### config.mk
export PLATFORM = sky130hd
export DESIGN_NAME = irq_ctrl_top
export DESIGN_NICKNAME = d
export VERILOG_FILES = /design/src/hdl/irq_pkg.sv /design/src/hdl/irq_reg_if.sv /design/src/hdl/irq_apb_slave.sv /design/src/hdl/irq_ctrl_top.sv /design/src/hdl/irq_edge_capture.sv /design/src/hdl/irq_pending_regs.sv /design/src/hdl/irq_priority_encoder.sv
export SDC_FILE = /design/constraint.sdc
export NUM_CORES = 1
export LEC_CHECK = 0
export BUFFER_PORTS_ARGS = -buffer_cell sky130_fd_sc_hd__buf_2
export CORE_MARGIN = 5
export CORE_UTILIZATION = 51
export CTS_CLUSTER_DIAMETER = 60
export DETAILED_ROUTE_END_ITERATION = 8
export PLACE_DENSITY = 0.76
export SLEW_MARGIN = 30
export SYNTH_ARGS = -nofsm -noshare
export SYNTH_HDL_FRONTEND = slang
export SYNTH_SLANG_ARGS = --single-unit
### constraint.sdc
create_clock -name clk_i -period 1.97 [get_ports clk_i]
set_input_delay 0.394 -clock clk_i [delete_from_list [all_inputs] [get_ports clk_i]]
set_output_delay 0.394 -clock clk_i [all_outputs]
set_load 0.02 [all_outputs]
### src/hdl/irq_pkg.sv
`default_nettype none

package irq_pkg;

    localparam int NUM_IRQ  = 32;
    localparam int DATA_W   = 32;
    localparam int ADDR_W   = 6;                // bits 5:2 select the word
    localparam int STRB_W   = DATA_W / 8;
    localparam int IRQ_ID_W = $clog2(NUM_IRQ);

    localparam int REG_ADDR_LSB = 2;           // byte offset inside a word
    localparam int REG_ADDR_W   = 4;

    typedef logic [DATA_W-1:0]   word_t;
    typedef logic [IRQ_ID_W-1:0] irq_id_t;

    typedef enum logic [REG_ADDR_W-1:0] {
        REG_PENDING = 4'd0,                     // read, write one to clear
        REG_ENABLE  = 4'd1,                     // read / write
        REG_ACTIVE  = 4'd2,                     // pending & enable
        REG_CLAIM   = 4'd3                      // winning line + valid
    } reg_addr_e;

    localparam word_t ENABLE_RESET    = '1;    // every line enabled out of reset
    localparam int    CLAIM_VALID_BIT = 31;

endpackage

`default_nettype wire

### src/hdl/irq_reg_if.sv
`timescale 1ns/1ns
`default_nettype none

interface irq_reg_if;
    import irq_pkg::*;

    logic              wr_en;       // one cycle per write access
    logic              rd_en;       // one cycle per read access
    reg_addr_e         addr;
    word_t             wdata;
    logic [STRB_W-1:0] wstrb;
    word_t             rdata;       // combinational from addr

    modport master (
        output wr_en,
        output rd_en,
        output addr,
        output wdata,
        output wstrb,
        input  rdata
    );

    modport target (
        input  wr_en,
        input  rd_en,
        input  addr,
        input  wdata,
        input  wstrb,
        output rdata
    );

endinterface

`default_nettype wire

### src/hdl/irq_apb_slave.sv
`timescale 1ns/1ns
`default_nettype none

module irq_apb_slave (
    input  wire logic                       clk_i,
    input  wire logic                       reset_i,

    input  wire logic                       psel_i,
    input  wire logic                       penable_i,
    input  wire logic                       pwrite_i,
    input  wire logic [irq_pkg::ADDR_W-1:0] paddr_i,
    input  wire irq_pkg::word_t             pwdata_i,
    input  wire logic [irq_pkg::STRB_W-1:0] pstrb_i,
    output irq_pkg::word_t                  prdata_o,
    output logic                            pready_o,
    output logic                            pslverr_o,

    irq_reg_if.master                       reg_o
);
    import irq_pkg::*;

    typedef enum logic [1:0] {
        IDLE,
        SETUP,
        ACCESS
    } apb_state_e;

    apb_state_e            state_q;
    apb_state_e            state_d;
    logic [REG_ADDR_W-1:0] word_addr;
    logic                  access;
    logic                  mapped;

    assign word_addr = paddr_i[ADDR_W-1:REG_ADDR_LSB];
    assign mapped    = word_addr <= REG_CLAIM;

    // an access cycle only counts right after a setup cycle
    assign access = (state_q == SETUP) && psel_i && penable_i;

    always_comb begin
        state_d = IDLE;
        if (access) begin
            state_d = ACCESS;
        end else if (psel_i && !penable_i) begin
            state_d = SETUP;                    // also covers back to back transfers
        end
    end

    always_ff @(posedge clk_i) begin
        if (reset_i) begin
            state_q <= IDLE;
        end else begin
            state_q <= state_d;
        end
    end

    // unmapped words never reach the register block
    assign reg_o.wr_en = access && pwrite_i && mapped;
    assign reg_o.rd_en = access && !pwrite_i && mapped;
    assign reg_o.addr  = reg_addr_e'(word_addr);
    assign reg_o.wdata = pwdata_i;
    assign reg_o.wstrb = pstrb_i;

    assign prdata_o  = reg_o.rdata;             // zero unless rd_en is up
    assign pready_o  = 1'b1;                    // no wait states
    assign pslverr_o = access && !mapped;

endmodule

`default_nettype wire

### src/hdl/irq_ctrl_top.sv
`timescale 1ns/1ns
`default_nettype none

module irq_ctrl_top (
    input  wire logic                       clk_i,
    input  wire logic                       reset_i,

    input  wire logic                       psel_i,
    input  wire logic                       penable_i,
    input  wire logic                       pwrite_i,
    input  wire logic [irq_pkg::ADDR_W-1:0] paddr_i,
    input  wire irq_pkg::word_t             pwdata_i,
    input  wire logic [irq_pkg::STRB_W-1:0] pstrb_i,
    output irq_pkg::word_t                  prdata_o,
    output logic                            pready_o,
    output logic                            pslverr_o,

    input  wire irq_pkg::word_t             irq_i,
    output logic                            irq_o,
    output irq_pkg::irq_id_t                irq_id_o
);
    import irq_pkg::*;

    word_t edge_vec;                            // one cycle rising edges
    word_t active;                              // registered pending & enable

    irq_reg_if i_reg_if ();

    irq_apb_slave i_apb_slave (
        .clk_i     (clk_i),
        .reset_i   (reset_i),
        .psel_i    (psel_i),
        .penable_i (penable_i),
        .pwrite_i  (pwrite_i),
        .paddr_i   (paddr_i),
        .pwdata_i  (pwdata_i),
        .pstrb_i   (pstrb_i),
        .prdata_o  (prdata_o),
        .pready_o  (pready_o),
        .pslverr_o (pslverr_o),
        .reg_o     (i_reg_if.master)
    );

    irq_edge_capture i_edge_capture (
        .clk_i   (clk_i),
        .reset_i (reset_i),
        .irq_i   (irq_i),
        .edge_o  (edge_vec)
    );

    irq_pending_regs i_pending_regs (
        .clk_i    (clk_i),
        .reset_i  (reset_i),
        .edge_i   (edge_vec),
        .reg_i    (i_reg_if.target),
        .irq_i    (irq_o),                      // fed back for CLAIM reads
        .irq_id_i (irq_id_o),
        .active_o (active)
    );

    irq_priority_encoder i_priority_encoder (
        .clk_i    (clk_i),
        .reset_i  (reset_i),
        .active_i (active),
        .irq_o    (irq_o),
        .irq_id_o (irq_id_o)
    );

endmodule

`default_nettype wire

### src/hdl/irq_edge_capture.sv
`timescale 1ns/1ns
`default_nettype none

module irq_edge_capture (
    input  wire logic           clk_i,
    input  wire logic           reset_i,

    input  wire irq_pkg::word_t irq_i,
    output irq_pkg::word_t      edge_o
);
    import irq_pkg::*;

    word_t sync1_q;                             // first metastability flop
    word_t sync2_q;
    word_t prev_q;                              // last synchronized level
    word_t edge_q;

    // lines already high in reset give one edge once released,
    // since the whole chain starts from zero
    always_ff @(posedge clk_i) begin
        if (reset_i) begin
            sync1_q <= '0;
            sync2_q <= '0;
            prev_q  <= '0;
            edge_q  <= '0;
        end else begin
            sync1_q <= irq_i;
            sync2_q <= sync1_q;
            prev_q  <= sync2_q;
            edge_q  <= sync2_q & ~prev_q;       // rising edge, one cycle wide
        end
    end

    assign edge_o = edge_q;

endmodule

`default_nettype wire

### src/hdl/irq_pending_regs.sv
`timescale 1ns/1ns
`default_nettype none

module irq_pending_regs (
    input  wire logic             clk_i,
    input  wire logic             reset_i,

    input  wire irq_pkg::word_t   edge_i,
    irq_reg_if.target             reg_i,

    input  wire logic             irq_i,
    input  wire irq_pkg::irq_id_t irq_id_i,
    output irq_pkg::word_t        active_o
);
    import irq_pkg::*;

    word_t pending_q;
    word_t enable_q;
    word_t active_q;
    word_t pending_d;
    word_t enable_d;
    word_t strb_mask;
    word_t clr_mask;
    word_t claim_word;
    word_t rd_mux;

    always_comb begin
        for (int b = 0; b < STRB_W; b++) begin
            strb_mask[b*8 +: 8] = {8{reg_i.wstrb[b]}};
        end
    end

    always_comb begin
        clr_mask = '0;
        enable_d = enable_q;
        if (reg_i.wr_en && reg_i.addr == REG_PENDING) begin
            clr_mask = reg_i.wdata & strb_mask;
        end
        if (reg_i.wr_en && reg_i.addr == REG_ENABLE) begin
            enable_d = (enable_q & ~strb_mask) | (reg_i.wdata & strb_mask);
        end
        // a new edge beats a clear on the same bit
        pending_d = (pending_q & ~clr_mask) | edge_i;
    end

    always_ff @(posedge clk_i) begin
        if (reset_i) begin
            pending_q <= '0;
            enable_q  <= ENABLE_RESET;
            active_q  <= '0;
        end else begin
            pending_q <= pending_d;
            enable_q  <= enable_d;
            active_q  <= pending_d & enable_d;  // tracks both in the same edge
        end
    end

    assign active_o = active_q;

    always_comb begin
        claim_word                  = '0;
        claim_word[IRQ_ID_W-1:0]    = irq_id_i;
        claim_word[CLAIM_VALID_BIT] = irq_i;
    end

    always_comb begin
        case (reg_i.addr)
            REG_PENDING: rd_mux = pending_q;
            REG_ENABLE:  rd_mux = enable_q;
            REG_ACTIVE:  rd_mux = active_q;
            REG_CLAIM:   rd_mux = claim_word;
            default:     rd_mux = '0;
        endcase
    end

    assign reg_i.rdata = reg_i.rd_en ? rd_mux : '0;

endmodule

`default_nettype wire

### src/hdl/irq_priority_encoder.sv
`timescale 1ns/1ns
`default_nettype none

module irq_priority_encoder (
    input  wire logic           clk_i,
    input  wire logic           reset_i,

    input  wire irq_pkg::word_t active_i,
    output logic                irq_o,
    output irq_pkg::irq_id_t    irq_id_o
);
    import irq_pkg::*;

    irq_id_t win_id;
    logic    any_active;
    logic    irq_q;
    irq_id_t irq_id_q;

    // scan from the top so the lowest set bit is written last
    always_comb begin
        win_id = '0;
        for (int i = NUM_IRQ - 1; i >= 0; i--) begin
            if (active_i[i]) begin
                win_id = irq_id_t'(i);
            end
        end
    end

    assign any_active = |active_i;

    always_ff @(posedge clk_i) begin
        if (reset_i) begin
            irq_q    <= 1'b0;
            irq_id_q <= '0;
        end else begin
            irq_q    <= any_active;
            irq_id_q <= win_id;                 // zero when nothing is active
        end
    end

    assign irq_o    = irq_q;
    assign irq_id_o = irq_id_q;

endmodule

`default_nettype wire

==> summary.md <==
| Metric | Value |
|---|---|
| Clock latency on the worst-skew pair | 0.50 ns |
| Cells after synthesis | 797 |
| CP max FO | 15 |
| Antenna violations before repair | 2 |
| Iter 0 DRT Violations | around 260 |
| RR Endpoint | i_pending_regs.pending_q[5]$_SDFF_PP0_ |
| First-pass GRT wire length | 27700 µm |
| Outcome | finished, violations left |
| I/O pin count | 119 |
| Reg2reg setup slack | approximately 0.12 ns |
| Worst Tran Pin Value | approximately 0.57 ns |
| Rows | 46 |
| Largest net degree at the start of global routing | between 70 and 80 |
| Sink Count | approximately 230 |
| Worst EP required | about 1.6 ns |
| GRT met2 Usage | 30.8% |
| Grt met3 use | 3.47% |
| Antenna cells | 0 |
| Min-delay worst type | primary input to flop |
| CP Cell Sequence | nand4b_4 -> or3_4 -> buf_12 -> nor2b_4 -> buf_6 |
| Area growth syn-to-layout | 29.1% |
| Cell Area, Synth | between 8000 and 9000 µm² |
| Root Buffer | clkbuf_16 |
| Synth cell types | 38 |
| Layout Utilization | just under 70% |
| Top post-synthesis cells by area | dfxtp_1 (56%), nor2b_1 (10%), mux2i_1 (7.0%) |
| Seq cells post-synth | 232 |
| Crit path largest cell delay | 0.44 ns |
| Placeable Area | 15900 µm² |
| Nets | 1020 |
| WL final | between 15000 and 20000 µm |
| Total gr overflow | 0 |
| Clock transition at path regs | ~0.060 ns |
| H-tree depth | 1 |
| CP Data Arrival Time | 1.83 ns |
| Finish-stage setup viols | 32 |
| Final hold viol count | 0 |
| Failing checks | negative setup slack |
| DP HPWL | roughly 12000 µm |
| Synth Flop Type | dfxtp_1 |
| Pre-CTS WS | -0.0575 ns |
| Drt pass-1 iters | 4 |
| Die ar. | roughly 19000 µm² |
| Layout cells sized above 1 | a little over a quarter |
| Final min period | ~2.2 ns |
| Peak supply drop | 0.000635 V |
| Gpl congestion | ~0.80 |
| # Post-CTS Setup Buffers | 0 |
| RSZ-0062 raised after global routing | yes |
| WHS Path Cells | 2 |
| CTS buffer count | 23 |
| Hold Crit Endpoint | i_apb_slave.state_q[0]$_SDFF_PP0_ |
| Post-synth top area share | 55.9% |
| Most Crowded Layer GR | met2 |
| Pwr per Cell Area | 963 nW/µm² |
| Clock buffer depth | 3 |
| WL/cell | ~15 µm |
| Vias in the first global route | between 5000 and 6000 |
| Lkg Pwr | approximately 4.3 nW |
| Crit Reg-Reg Startpoint | i_apb_slave.state_q[1]$_SDFF_PP0_ |
| Synth warn | 0 |
| Tcrit/Tclk final | 113% |
| Critical Path Slowest Stage Cell | or3_4 |
| Initial Util | 52.1% |
| Max-cap check violation count | 0 |
| Max_slew headroom | between 60 and 70% |
| Clock Skews | 0.0110 ns |
| Startpoint class of the critical path | flop |
| Final Max Tran Viols | 0 |
| Via density | about 5.0 |
| CTS Hold Bufs | 0 |
| Final Worst Setup Slack | -0.251 ns |
| Fmax achieved | ~0.45 GHz |
| Port bufs | around 120 |
| Hold_sp | penable_i |
| R2R cell count | 7 |
| CTS tree | built |
| EDFF count, synth | 0 |
| Die height | approximately 140 µm |
| Total global-route track usage | about 18% |
| Net Count, Synth | 876 |
| Drt drc | 0 |
| Async SR Flop Fraction | 0% |
| Critical path class | flop to output port |
| Die X | approximately 140 µm |
| Via count | between 5000 and 6000 |
| GRT met1 Usage | between 20% and 30% |
| Yosys top cell by area | dfxtp_1 |
| Antenna Nets Post-Route | 0 |
| Sequential share of the synthesized area | between 50% and 60% |
| Worst Setup End Kind | output port |
| Syn_area_per_cell | 10.4 µm² |
| Hold Slack | about 0.10 ns |
## report_power, final
part	total, mW	internal, mW	switching (mW)
Sequential	4.93	4.85	0.0800
Clock	4.71	3.02	1.68
Combinational	0.689	0.331	0.358
## worst max-delay path, delay by kind of cell (launching register included)
family                 cells  cell delay [ns]
and+or+nand+nor            3             0.72
DFF                        1             0.30
buffers and inverters      2             0.32
## synth_stat cells (2+ instances only)
cell type  number
a2111oi_0       2
a21oi_1        35
buf_1           4
buf_6           2
clkbuf_1       30
dfxtp_1       232
inv_1           8
mux2i_1        58
mux4_2          6
nand2_1         9
nand2b_1       33
nand3_1         4
nor2_1         99
nor2b_1       136
nor3_1         40
nor3b_1        33
nor4_1          6
nor4_2         20
nor4_4          4
o21ai_0         5
o21bai_1       13
or4_1           2
## layout make-up
type	instances	area (µm²)
Sequential cell	232	4650
Fill cell	1211	5220
Clock inverter	7	164
Inverter	8	30.0
Clock buffer	33	673
Tap cell	216	270
Multi-Input combinational cell	519	3720
Timing Repair Buffer	157	1220
## placed cells by master (no fill, tap or decap), types with 5 or more instances in the layout
cell and instances:
nor2_4 26, o21ai_0 5, buf_4 36, mux2i_1 58, a21oi_1 35, clkbuf_16 23
nor3_1 40, buf_12 11, nor2b_1 131, nor4_2 20, nor3b_1 29, buf_2 82
nor4_1 6, nand2b_1 33, nor2_1 73, clkbuf_8 6, nand2_1 9, o21bai_1 13
buf_6 28, inv_1 8, bufinv_16 5, dfxtp_1 231, mux4_2 6
## per-stage QoR
step	TNS, ns	cell area (µm²)	total power [mW]	instances
6_report	-6.73	10700	10.3	1172
5_1_grt	-9.03	10700	10.7	1172
4_1_cts	-7.15	10700	10.4	1172
3_5_place_dp	-1.84	9680	5.73	1132
3_3_place_gp	-0.709	9680	5.71	1132
2_1_floorplan	-0.0516	8590	5.45	797
## state kept, by name (all words and copies together) (netlist names)
signal and flops:
i_apb_slave.state_q 2, i_edge_capture.edge_o 32, i_edge_capture.prev_q 32, i_edge_capture.sync1_q 32, i_edge_capture.sync2_q 32, i_pending_regs.active_o 32, i_pending_regs.enable_q 32, i_pending_regs.pending_q 32
i_priority_encoder.irq_id_o 5, i_priority_encoder.irq_o 1
## worst max path at each step
stage                                      startpoint           to  depth (start not counted)
floorplan                                  paddr_i[5]  prdata_o[1]                          6
global placement                           paddr_i[5]  prdata_o[9]                          6
detailed placement                         paddr_i[5]  prdata_o[9]                          6
CTS                 i_apb_slave.state_q[1]$_SDFF_PP0_  prdata_o[9]                          5
global route        i_apb_slave.state_q[1]$_SDFF_PP0_  prdata_o[3]                          5
finish              i_apb_slave.state_q[1]$_SDFF_PP0_  prdata_o[3]                          5
## kinds of logic after synthesis
logic type             synth area share (%)
and+or+nand+nor                        28.4
other                                0.0451
buffers and inverters                  2.32
AOI/OAI and AO/OA                      4.68
DFF                                    55.9
muxes                                  8.61
## routing by layer
layer,vias to the layer above,wire (µm)
met1,2672,7850
met5,-,14
met4,4,297
met2,129,8150
li1,2982,-
met3,28,964
## repair_timing
action                                  CTS  global route
resized for setup                        60             4
endpoints found under the setup margin   32            49
endpoints found under the hold margin     0             0
(Power assumes the default switching activity.)
